## config.mk

```make
export PLATFORM = sky130hd
export DESIGN_NAME = tracker_top
export DESIGN_NICKNAME = d
export VERILOG_FILES = /design/src/verilog/tracker_pkg.sv /design/src/verilog/tag_list.sv /design/src/verilog/tracker_ctrl.sv /design/src/verilog/resp_merge.sv /design/src/verilog/err_counter.sv /design/src/verilog/tracker_top.sv
export SDC_FILE = /design/constraint.sdc
export NUM_CORES = 1
export LEC_CHECK = 0
export ABC_AREA = 1
export BUFFER_PORTS_ARGS = -buffer_cell sky130_fd_sc_hd__clkbuf_2
export CAP_MARGIN = 20
export CORE_ASPECT_RATIO = 0.9
export CORE_MARGIN = 1
export CORE_UTILIZATION = 50
export CTS_CLUSTER_DIAMETER = 50
export DETAILED_ROUTE_END_ITERATION = 10
export GPL_TIMING_DRIVEN = 1
export PLACE_DENSITY = 0.7
export SKIP_LAST_GASP = 1
export SLEW_MARGIN = 40
export SYNTH_ARGS = -nofsm -noshare
export SYNTH_HDL_FRONTEND = slang
export SYNTH_SLANG_ARGS = --single-unit
```

## constraint.sdc

```tcl
create_clock -name clk -period 4.6 [get_ports clk]
set_input_delay 1.38 -clock clk [delete_from_list [all_inputs] [get_ports clk]]
set_output_delay 1.38 -clock clk [all_outputs]
set_load 0.02 [all_outputs]
```

## src/verilog/tracker_pkg.sv

```systemverilog
package tracker_pkg;

    // ####################################################################
    // Field widths
    // ####################################################################

    localparam int TAG_WIDTH     = 4;
    localparam int ROUTE_WIDTH   = 4;
    localparam int PAYLOAD_WIDTH = 8;

    typedef logic [TAG_WIDTH-1:0]     tag_t;
    typedef logic [ROUTE_WIDTH-1:0]   route_t;
    typedef logic [PAYLOAD_WIDTH-1:0] payload_t;

    // ####################################################################
    // Controller FSM
    // ####################################################################

    typedef enum logic [2:0] {
        IDLE,
        ISSUE_ACK,
        OUT_REQ,
        OUT_RELEASE,
        RSP_ACK
    } ctrl_state_t;

endpackage

```

## src/verilog/tag_list.sv

```systemverilog
`timescale 1ns/100ps

module tag_list #(
    parameter int DEPTH = 8
) (
    input  logic                clk,
    input  logic                rst_n,
    input  logic                wr_en,
    input  logic                rd_en,
    input  tracker_pkg::tag_t   wr_tag,
    input  tracker_pkg::route_t wr_route,
    input  tracker_pkg::tag_t   search_tag,
    output logic                search_hit,
    output tracker_pkg::route_t rd_route,
    output logic                full,
    output logic                empty
);

    localparam int SEL_WIDTH = (DEPTH > 1) ? $clog2(DEPTH) : 1;

    logic [DEPTH-1:0]     valid;
    tracker_pkg::tag_t    tag_mem   [DEPTH];
    tracker_pkg::route_t  route_mem [DEPTH];

    logic [DEPTH-1:0]     match;
    logic [DEPTH-1:0]     set_mask;
    logic [DEPTH-1:0]     clr_mask;
    logic [SEL_WIDTH-1:0] wr_sel;
    logic [SEL_WIDTH-1:0] rd_sel;

    // ####################################################################
    // Per-slot compare and update masks
    // ####################################################################

    for (genvar i = 0; i < DEPTH; i++) begin : g_slot
        assign match[i]    = valid[i] && (tag_mem[i] == search_tag);
        assign set_mask[i] = wr_en && !valid[i] && (wr_sel == SEL_WIDTH'(i));
        assign clr_mask[i] = rd_en && match[i] && (rd_sel == SEL_WIDTH'(i));
    end

    // Lowest free slot and lowest matching slot
    always_comb begin
        wr_sel = '0;
        rd_sel = '0;
        for (int i = DEPTH - 1; i >= 0; i--) begin
            if (!valid[i]) begin
                wr_sel = SEL_WIDTH'(i);
            end
            if (match[i]) begin
                rd_sel = SEL_WIDTH'(i);
            end
        end
    end

    assign search_hit = |match;
    assign rd_route   = route_mem[rd_sel];
    assign full       = &valid;
    assign empty      = ~|valid;

    // Write and removal never touch the same slot
    always_ff @(posedge clk or negedge rst_n) begin
        if (!rst_n) begin
            valid <= '0;
        end else begin
            valid <= (valid & ~clr_mask) | set_mask;
        end
    end

    always_ff @(posedge clk) begin
        for (int i = 0; i < DEPTH; i++) begin
            if (set_mask[i]) begin
                tag_mem[i]   <= wr_tag;
                route_mem[i] <= wr_route;
            end
        end
    end

    // ####################################################################
    // Checks
    // ####################################################################

    // Controller must have rejected the issue
    a_no_write_full: assert property (
        @(posedge clk) disable iff (!rst_n)
        wr_en |-> !full
    ) else $error("tag_list: write while full");

    // Duplicate filtering keeps tags unique
    a_one_match: assert property (
        @(posedge clk) disable iff (!rst_n)
        $onehot0(match)
    ) else $error("tag_list: several slots match tag %0h", search_tag);

endmodule

```

## src/verilog/tracker_ctrl.sv

```systemverilog
`timescale 1ns/100ps

module tracker_ctrl (
    input  logic              clk,
    input  logic              rst_n,

    input  logic              issue_req,
    input  tracker_pkg::tag_t issue_tag,
    output logic              issue_ack,
    output logic              issue_ok,

    input  logic              rsp_req,
    input  tracker_pkg::tag_t rsp_tag,
    output logic              rsp_ack,
    output logic              rsp_hit,

    output logic              out_req,
    input  logic              out_ack,

    output tracker_pkg::tag_t search_tag,
    input  logic              search_hit,
    input  logic              full,
    output logic              wr_en,
    output logic              rd_en,
    output logic              load,

    output logic              dup_event,
    output logic              full_event,
    output logic              orphan_event
);

    tracker_pkg::ctrl_state_t state;
    tracker_pkg::ctrl_state_t state_nxt;

    logic issue_ok_q;
    logic rsp_hit_q;

    // Responses win arbitration, so the key follows rsp_req
    assign search_tag = rsp_req ? rsp_tag : issue_tag;

    // ####################################################################
    // Next state and list strobes
    // ####################################################################

    always_comb begin
        state_nxt    = state;
        wr_en        = 1'b0;
        rd_en        = 1'b0;
        load         = 1'b0;
        dup_event    = 1'b0;
        full_event   = 1'b0;
        orphan_event = 1'b0;

        case (state)
            tracker_pkg::IDLE: begin
                if (rsp_req) begin
                    if (search_hit) begin
                        rd_en     = 1'b1;
                        load      = 1'b1;
                        state_nxt = tracker_pkg::OUT_REQ;
                    end else begin
                        orphan_event = 1'b1;
                        state_nxt    = tracker_pkg::RSP_ACK;
                    end
                end else if (issue_req) begin
                    if (search_hit) begin
                        dup_event = 1'b1;
                    end else if (full) begin
                        full_event = 1'b1;
                    end else begin
                        wr_en = 1'b1;
                    end
                    state_nxt = tracker_pkg::ISSUE_ACK;
                end
            end

            tracker_pkg::ISSUE_ACK: begin
                if (!issue_req) begin
                    state_nxt = tracker_pkg::IDLE;
                end
            end

            tracker_pkg::OUT_REQ: begin
                if (out_ack) begin
                    state_nxt = tracker_pkg::OUT_RELEASE;
                end
            end

            // Consumer still holding ack
            tracker_pkg::OUT_RELEASE: begin
                if (!out_ack) begin
                    state_nxt = tracker_pkg::RSP_ACK;
                end
            end

            tracker_pkg::RSP_ACK: begin
                if (!rsp_req) begin
                    state_nxt = tracker_pkg::IDLE;
                end
            end

            default: begin
                state_nxt = tracker_pkg::IDLE;
            end
        endcase
    end

    always_ff @(posedge clk or negedge rst_n) begin
        if (!rst_n) begin
            state      <= tracker_pkg::IDLE;
            issue_ok_q <= 1'b0;
            rsp_hit_q  <= 1'b0;
        end else begin
            state <= state_nxt;
            if (state == tracker_pkg::IDLE && rsp_req) begin
                rsp_hit_q <= search_hit;
            end else if (state == tracker_pkg::IDLE && issue_req) begin
                issue_ok_q <= !search_hit && !full;
            end
        end
    end

    assign issue_ack = (state == tracker_pkg::ISSUE_ACK);
    assign rsp_ack   = (state == tracker_pkg::RSP_ACK);
    assign out_req   = (state == tracker_pkg::OUT_REQ);
    assign issue_ok  = issue_ok_q;
    assign rsp_hit   = rsp_hit_q;

    // ####################################################################
    // Checks
    // ####################################################################

    a_one_ack: assert property (
        @(posedge clk) disable iff (!rst_n)
        !(issue_ack && rsp_ack)
    ) else $error("tracker_ctrl: issue_ack and rsp_ack both high");

    a_out_hold: assert property (
        @(posedge clk) disable iff (!rst_n)
        out_req && !out_ack |=> out_req
    ) else $error("tracker_ctrl: out_req dropped before out_ack");

endmodule

```

## src/verilog/resp_merge.sv

```systemverilog
`timescale 1ns/100ps

module resp_merge (
    input  logic                  clk,
    input  logic                  rst_n,
    input  logic                  load,
    input  tracker_pkg::route_t   rd_route,
    input  tracker_pkg::tag_t     rsp_tag,
    input  tracker_pkg::payload_t rsp_payload,
    output tracker_pkg::tag_t     out_tag,
    output tracker_pkg::route_t   out_route,
    output tracker_pkg::payload_t out_payload
);

    tracker_pkg::tag_t     tag_q;
    tracker_pkg::route_t   route_q;
    tracker_pkg::payload_t payload_q;

    // ####################################################################
    // Output holding register
    // ####################################################################

    // Captured on the removal edge, so the freed slot may be reused
    always_ff @(posedge clk or negedge rst_n) begin
        if (!rst_n) begin
            tag_q     <= '0;
            route_q   <= '0;
            payload_q <= '0;
        end else if (load) begin
            tag_q     <= rsp_tag;
            route_q   <= rd_route;
            payload_q <= rsp_payload;
        end
    end

    assign out_tag     = tag_q;
    assign out_route   = route_q;
    assign out_payload = payload_q;

endmodule

```

## src/verilog/err_counter.sv

```systemverilog
`timescale 1ns/100ps

module err_counter #(
    parameter int CNT_WIDTH = 8
) (
    input  logic                 clk,
    input  logic                 rst_n,
    input  logic                 dup_event,
    input  logic                 full_event,
    input  logic                 orphan_event,
    output logic [CNT_WIDTH-1:0] dup_count,
    output logic [CNT_WIDTH-1:0] full_count,
    output logic [CNT_WIDTH-1:0] orphan_count
);

    logic [2:0]                 events;
    logic [2:0][CNT_WIDTH-1:0]  cnt;

    assign events = {orphan_event, full_event, dup_event};

    // Stop at all ones
    always_ff @(posedge clk or negedge rst_n) begin
        if (!rst_n) begin
            cnt <= '0;
        end else begin
            for (int i = 0; i < 3; i++) begin
                if (events[i] && !(&cnt[i])) begin
                    cnt[i] <= cnt[i] + 1'b1;
                end
            end
        end
    end

    assign dup_count    = cnt[0];
    assign full_count   = cnt[1];
    assign orphan_count = cnt[2];

endmodule

```

## src/verilog/tracker_top.sv

```systemverilog
`timescale 1ns/100ps

module tracker_top #(
    parameter int DEPTH     = 8,
    parameter int CNT_WIDTH = 8
) (
    input  logic                  clk,
    input  logic                  rst_n,

    input  logic                  issue_req,
    input  tracker_pkg::tag_t     issue_tag,
    input  tracker_pkg::route_t   issue_route,
    output logic                  issue_ack,
    output logic                  issue_ok,

    input  logic                  rsp_req,
    input  tracker_pkg::tag_t     rsp_tag,
    input  tracker_pkg::payload_t rsp_payload,
    output logic                  rsp_ack,
    output logic                  rsp_hit,

    output logic                  out_req,
    output tracker_pkg::tag_t     out_tag,
    output tracker_pkg::route_t   out_route,
    output tracker_pkg::payload_t out_payload,
    input  logic                  out_ack,

    output logic                  full,
    output logic                  empty,
    output logic [CNT_WIDTH-1:0]  dup_count,
    output logic [CNT_WIDTH-1:0]  full_count,
    output logic [CNT_WIDTH-1:0]  orphan_count
);

    tracker_pkg::tag_t   search_tag;
    tracker_pkg::route_t rd_route;
    logic                search_hit;
    logic                wr_en;
    logic                rd_en;
    logic                load;
    logic                dup_event;
    logic                full_event;
    logic                orphan_event;

    tracker_ctrl u_tracker_ctrl (
        .clk          (clk),
        .rst_n        (rst_n),
        .issue_req    (issue_req),
        .issue_tag    (issue_tag),
        .issue_ack    (issue_ack),
        .issue_ok     (issue_ok),
        .rsp_req      (rsp_req),
        .rsp_tag      (rsp_tag),
        .rsp_ack      (rsp_ack),
        .rsp_hit      (rsp_hit),
        .out_req      (out_req),
        .out_ack      (out_ack),
        .search_tag   (search_tag),
        .search_hit   (search_hit),
        .full         (full),
        .wr_en        (wr_en),
        .rd_en        (rd_en),
        .load         (load),
        .dup_event    (dup_event),
        .full_event   (full_event),
        .orphan_event (orphan_event)
    );

    tag_list #(
        .DEPTH (DEPTH)
    ) u_tag_list (
        .clk        (clk),
        .rst_n      (rst_n),
        .wr_en      (wr_en),
        .rd_en      (rd_en),
        .wr_tag     (issue_tag),
        .wr_route   (issue_route),
        .search_tag (search_tag),
        .search_hit (search_hit),
        .rd_route   (rd_route),
        .full       (full),
        .empty      (empty)
    );

    resp_merge u_resp_merge (
        .clk         (clk),
        .rst_n       (rst_n),
        .load        (load),
        .rd_route    (rd_route),
        .rsp_tag     (rsp_tag),
        .rsp_payload (rsp_payload),
        .out_tag     (out_tag),
        .out_route   (out_route),
        .out_payload (out_payload)
    );

    err_counter #(
        .CNT_WIDTH (CNT_WIDTH)
    ) u_err_counter (
        .clk          (clk),
        .rst_n        (rst_n),
        .dup_event    (dup_event),
        .full_event   (full_event),
        .orphan_event (orphan_event),
        .dup_count    (dup_count),
        .full_count   (full_count),
        .orphan_count (orphan_count)
    );

endmodule

```

# Yosys cells after proc, flatten, opt, wreduce, memory -nomap -nowiden
# Memories as Yosys holds them, arrays and structs flattened. A register that Yosys moved wholly into a read port is not among the register bits.
# Index checks and enable logic that the tools add are counted.
totals:
  reg_bits: 49
  ramBits: 64
  input_bits: 25
  out_inout_bits: 47
  word_cells: 237
  memories: 2
classes:
  addsub: 3
  eq_ne: 31
  muxes: 102
  n_bitwise: 4
  n_reduce_logical: 86
mem_list:
  columns: ["memory", "words", "width", "read_ports", "rd_ports_with_merged_regs", "write_ports", "line_no", "rtl"]
  rows:
  - ["u_tag_list.route_mem", 8, 4, 1, 1, 1, "tag_list.sv:23", "tracker_pkg::route_t route_mem [DEPTH];"]
  - ["u_tag_list.tag_mem", 8, 4, 8, 0, 1, "tag_list.sv:22", "tracker_pkg::tag_t tag_mem [DEPTH];"]
op_table:
  columns: ["cell", "n"]
  rows:
  - ["two-way mux 3 bit", 37]
  - ["two-way mux 4 bit", 15]
  - ["OR reduction 4 bit", 14]
  - ["two-way mux 1 bit", 49]
  - ["logical AND 1 bit", 46]
  - ["equality test 4 bit", 8]
  - ["AND reduction 8 bit", 4]
  - ["equality test 3 bit (second input constant)", 9]
  - ["adder 8 x 1 -> 8 bit (second input constant)", 3]
  - ["equality test 3 x 2 -> 1 bit (second input constant)", 6]
  - ["OR reduction 8 bit", 2]
  - ["zero test 1 bit", 15]
  - ["case mux 3 bit (5 select lines)", 1]
  - ["equality test 3 x 1 -> 1 bit (second input constant)", 3]
  - ["zero test 3 bit", 3]
  - ["AND 8 bit", 1]
  - ["NOT 8 bit", 1]
  - ["OR 8 bit", 1]
  - ["inequality test 2 bit (second input constant)", 3]
  - ["AND reduction 5 bit", 1]
  - ["inequality test 3 bit (second input constant)", 1]
  - ["inequality test 2 x 1 -> 1 bit (second input constant)", 1]
  - ["AND reduction 2 bit", 1]
  - ["NOT 1 bit", 1]

# Longest topological paths before layout
logic_depth:
  depth_word: 20
  mapped_depth: 19
  depth_no_buf: 18

# Hierarchy
# A second synthesis with hierarchy kept.
unflattened:
  hier_cells: 678
  hier_area_um2: 5921.9
by_module_without_submodules:
  columns: ["mod", "n_inst", "cells_per_inst", "area_each_um2", "seq_area_each_um2"]
  rows:
  - ["tag_list", 1, 349, 3443.3, 2122.0]
  - ["err_counter", 1, 192, 1410.1, 600.6]
  - ["resp_merge", 1, 68, 644.4, 400.4]
  - ["tracker_ctrl", 1, 69, 424.2, 125.1]

# Worst setup path after synthesis
# OpenSTA, ideal clock, no wires.
synth_timing:
  kind: "input to register"
  from: "in rsp_req"
  to: "mem u_tag_list.route_mem[5][0] in the netlist's numbering (enable)"
  setup_ns: 0.383
  arrival_time_ns: 3.314
  slack_ns: 0.902
  path_stages: 15
  path_cell_list: "buf_6 nand2_2 nand2_2 buf_6 nor2_1 nor2_1 nand3_1 nand2_2 nor2_4 inv_2 nor2_8 nand3_4 nor2_2 inv_2 nor3_1"
synth_via:
  word_cells_on_any_way: 75
synth_lines:
  columns: ["item", "line_no", "rtl"]
  rows:
  - ["from (decl)", "tracker_top.sv:16", "input logic rsp_req,"]
  - ["two-way mux 4 bit", "tracker_ctrl.sv:39", "assign search_tag = rsp_req ? rsp_tag : issue_tag;"]
  - ["equality test 4 bit", "tag_list.sv:36", "assign match[i] = valid[i] && (tag_mem[i] == search_tag);"]
  - ["logical AND 1 bit", "tag_list.sv:36", null]
  - ["OR reduction 8 bit", "tag_list.sv:55", "assign search_hit = |match;"]
  - ["two-way mux 1 bit", "tracker_ctrl.sv:66", "if (search_hit) begin"]
  - ["two-way mux 1 bit", "tracker_ctrl.sv:65", "end else if (issue_req) begin"]
  - ["two-way mux 1 bit *", "tracker_ctrl.sv:56", "if (rsp_req) begin"]
  - ["two-way mux 1 bit *", "tracker_ctrl.sv:54", "case (state)"]
  - ["logical AND 1 bit * (2 in series)", "tag_list.sv:37", "assign set_mask[i] = wr_en && !valid[i] && (wr_sel == SEL_WIDTH'(i));"]
  - ["via u_tag_list.set_mask[5]", "tag_list.sv:26", "logic [DEPTH-1:0] set_mask;"]
  - ["two-way mux 1 bit *", "tag_list.sv:71", "if (set_mask[i]) begin"]
  - ["two-way mux 1 bit (not written as such) *", "tag_list.sv:73", "route_mem[i] <= wr_route;"]
  - ["OR reduction 4 bit (no source line)", null, null]
  - ["two-way mux 3 bit (no source line) / two-way mux 1 bit (equally long branches) (3 in series)", null, null]
  - ["to (decl)", "tag_list.sv:23", null]
# The timed path passes the listed nets; every way through them passes the cells marked *.

# Worst setup path after layout
layout_timing:
  from: "in rsp_req"
  to: "mem u_tag_list.tag_mem[1][15] in the netlist's numbering (enable)"
layout_via:
  word_cells_on_any_way: 75
layout_lines:
  columns: ["item", "line_no", "rtl"]
  rows:
  - ["two-way mux 4 bit", "tracker_ctrl.sv:39", null]
  - ["equality test 4 bit", "tag_list.sv:36", null]
  - ["logical AND 1 bit", "tag_list.sv:36", null]
  - ["OR reduction 8 bit", "tag_list.sv:55", null]
  - ["two-way mux 1 bit", "tracker_ctrl.sv:66", null]
  - ["two-way mux 1 bit", "tracker_ctrl.sv:65", null]
  - ["two-way mux 1 bit *", "tracker_ctrl.sv:56", null]
  - ["two-way mux 1 bit *", "tracker_ctrl.sv:54", null]
  - ["logical AND 1 bit * (2 in series)", "tag_list.sv:37", null]
  - ["via u_tag_list.set_mask[7]", "tag_list.sv:26", null]
  - ["two-way mux 1 bit *", "tag_list.sv:71", null]
  - ["two-way mux 1 bit (not written as such) *", "tag_list.sv:72", "tag_mem[i] <= wr_tag;"]
  - ["OR reduction 4 bit (no source line)", null, null]
  - ["two-way mux 3 bit (no source line) / two-way mux 1 bit (equally long branches)", null, null]
  - ["to (decl)", "tag_list.sv:22", null]
# Marks and branches as above.

==> run_results.csv <==
group,metric,value,unit
status,status,"finished clean",
timing,slew_viol_final,0,
global_routing,grt_pass1_wl,21300,µm
die,start_util,51.9,%
synthesis,synthCells,589,
synthesis,synth_area_leaders,"edfxtp_1 34%, dfrtp_1 23%, nand2_1 9.1%",
placed_design,portBuffers,71,
synthesis,synth_cell_types,40,
timing,min_period_over_period,82.8,%
setup_path,cp.arrival,3.86,ns
global_routing,grt_pass1_vias,4230,
hold_path,worstHoldStart,"u_resp_merge.out_payload[2]$_DFFE_PN0N_",
timing,hold_viol,0,
synthesis,ys_seq_area_share,57.4,%
synthesis,avgSynthCellArea,9.60,µm²
synthesis,syn-num-nets,617,
synthesis,synthesis.area,0.00566,mm²
setup_path,path_class,"input pin to flop",
setup_path,startpoint,"rsp_req",
timing,finalCriticalPeriod,3.81,ns
timing,setup_tns,0,ns
synthesis,yosysWarnings,0,
die,coreArea,0.0109,mm²
placed_design,place_congestion,0.926,
setup_path,crit_buf_inv,3,
route,wl_met1,6020,µm
global_routing,grt_max_degree,41,
cts,clk_latency,0.42,ns
global_routing,antenna_found_initial,0,
timing,whs,0.478,ns
cells_and_area,final_common_cell,"nand2_1",
synthesis,ys_ff_latch,117,
die,rows,36,
synthesis,synth_ff_type,"edfxtp_1",
route,wl,13600,µm
placed_design,place_hpwl,9740,µm
global_routing,grt_overflow,0,
route,drc,0,
cts,htree_num_levels,4,
cts,cts.sinks,117,
setup_path,crit_slowest_cell,"nor2_1",
cells_and_area,diodes,0,
timing,finClkSkew,0.00688,ns
global_routing,grtUsageTotal,25.0,%
cells_and_area,layout_common_cells,"137 x nand2_1, 70 x clkbuf_2, 66 x inv_1",
timing,finalSetupViolCount,0,
setup_path,cp.depth,16,
cells_and_area,drive_above_1_share,22.9,%
cts,cts_root_buffer,"clkbuf_16",
cts,ctsLongestPathBuffers,2,
cells_and_area,syn_to_final_growth,20.9,%
route,wl_met2,6540,µm
cts,ctsHoldBuffers,0,
placed_design,dpl_worst_slack,0.386,ns
setup_path,cpMostUsedCell,"nand2_1",
setup_path,start_kind,"input pin",
timing,fin_ws,0.790,ns
route,vias_per_cell,5.21,
synthesis,synth_top_area_share,34.0,%
route,drt-initial-drc-count,372,
synthesis,synth-async-reset-ratio,45.3,%
cts,clkTransAtPathRegs,0.05,ns
cts,post-cts-setup-buffers,0,
timing,max-slew-margin-rel,47.8,%
synthesis,synth_largest_area_cell,"edfxtp_1",
die,num_io_pins,72,
hold_path,hp-class,"flop to flop",
power_and_ir_drop,peakVddDrop,0.320,mV
synthesis,synth-edff-count,64,
route,ant_nets,0,
setup_path,critical-path-max-stage-delay,0.54,ns
setup_path,path_delay_family,"simple AND/OR/NAND/NOR gates",
setup_path,rr_startpoint,"u_tag_list.tag_mem[1][7]$_DFFE_PP_",
power_and_ir_drop,power_leakage,3.20,nW
cts,cts_resized,0,
cells_and_area,nets,709,
setup_path,critPathCaptureType,"flop",
setup_path,crit_chain,"clkbuf_2, inv_2, nand2_1, nand2_2, nand2_1, nand2_1, nor2_1, nand3_1, nand2_2, nor2_4, inv_2, nor2_8, nand3_4, nor2_2, nand2_1, nor2_1",
die,fp.dieArea,0.0117,mm²
hold_path,hold-path-cell-count,2,
route,top_layer,"met4",
route,wl_met3,872,µm
power_and_ir_drop,powerDensity,531,mW/mm²
cts,cts_inserted_buffers,17,
timing,fmax,262,MHz
cts,cts_tree,"yes",
route,dr.pass1.iters,7,
route,post_drt_wl_per_cell,16.1,µm
route,num_vias,4411,
timing,worstMarginPinSlew,0.781,ns
setup_path,r2r_cells,13,
setup_path,cp_max_fo,11,
setup_path,required,4.65,ns
run,drv_cap,0,
die,die_h,103,µm
timing,rsz0062_at_grt,"no",
die,die_w,114,µm
## synthesized netlist by cell type, types with 2 or more instances
cell and count:
dfrtp_1 53, nand2_4 5, nor3_2 3, nor2_1 51
nand3_1 55, buf_2 4, nand3_2 3, edfxtp_1 64
nand3b_1 2, nand3_4 2, xor2_1 14, nand4_1 15
nor4_1 2, o21ai_0 13, o21ai_1 5, nand2_1 137
buf_6 2, o22ai_1 2, inv_2 8, nor3b_1 3
nor2_2 6, nand2_2 14, xnor2_1 15, a21oi_1 11
buf_4 2, ha_1 3, mux2_2 3, nor3_1 14
or2_1 2, inv_1 66
## logic make-up after synthesis
group,Yosys count,share of synthesized area [%]
DFF,117,57.4
AOI/OAI and AO/OA,36,3.72
and+or+nand+nor,318,27.1
muxes,3,0.597
xor gates and xnor gates,29,4.49
adders and majority gates,3,0.664
buffers and inverters,83,5.99
## layout make-up
cell class	instances	area, µm²
sequential	117	3250
clock inverter	14	184
fill	907	4060
inverter	74	278
tap	152	190
clock buffer	18	429
timing repair buffer	82	440
multi-input combinational	389	2070
## sequential cells by signal (all words and copies together) (netlist names)
name and flops:
u_tag_list.route_mem 32, u_tag_list.tag_mem 32, u_err_counter.dup_count 8, u_err_counter.full_count 8, u_err_counter.orphan_count 8, u_resp_merge.out_payload 8, u_tag_list.valid 8, u_resp_merge.out_route 4
u_resp_merge.out_tag 4, u_tracker_ctrl.state 3, u_tracker_ctrl.issue_ok 1, u_tracker_ctrl.rsp_hit 1
## worst paths after layout
| check | endpoint | slack [ns] |
|---|---|---|
| min | u_resp_merge.out_payload[2]$_DFFE_PN0N_ | 0.48 |
| min reg2reg | u_resp_merge.out_payload[2]$_DFFE_PN0N_ | 0.48 |
| max in group asynchronous | u_err_counter.full_count[0]$_DFFE_PN0P_ | 3.02 |
| max | u_tag_list.tag_mem[1][15]$_DFFE_PP_ | 0.79 |
| max reg2reg | u_tag_list.tag_mem[1][15]$_DFFE_PP_ | 1.89 |
| min in group asynchronous | u_resp_merge.out_tag[1]$_DFFE_PN0N_ | 0.97 |
## power breakdown
part / switching [mW] / internal (mW) / total [mW]
sequential: 0.141 / 1.27 / 1.41
clock: 0.471 / 0.900 / 1.37
combinational: 0.582 / 0.274 / 0.856
## metal layers
layer  up-vias  global-route usage (%)
met2       157                    39.9
met3        20                    7.52
met1      2109                    32.4
met5         -                       0
met4         0                    9.79
li1       2125                       -
## stage by stage
step | power (mW) | std cells | utilization, % | area (µm²)
floorplan | 1.98 | 589 | - | 5660
global placement | 2.24 | 814 | 57.1 | 6220
detailed placement | 2.27 | 814 | 57.1 | 6230
CTS | 3.65 | 846 | 62.7 | 6840
global route | 3.81 | 846 | 62.7 | 6840
finish | 3.63 | 846 | 62.7 | 6840
## worst register-to-register path, cell delays in order (launching register included)
cell,delay (ns)
edfxtp_1,0.46
inv_1,0.09
nand3_1,0.07
nand2_1,0.11
nor2_1,0.08
nand3_2,0.10
nand2_2,0.09
nor2_4,0.13
inv_2,0.07
nor2_8,0.17
nand3_4,0.15
nor2_2,0.16
nand2_1,0.12
nor2_1,0.54
(Power assumes the default switching activity.)
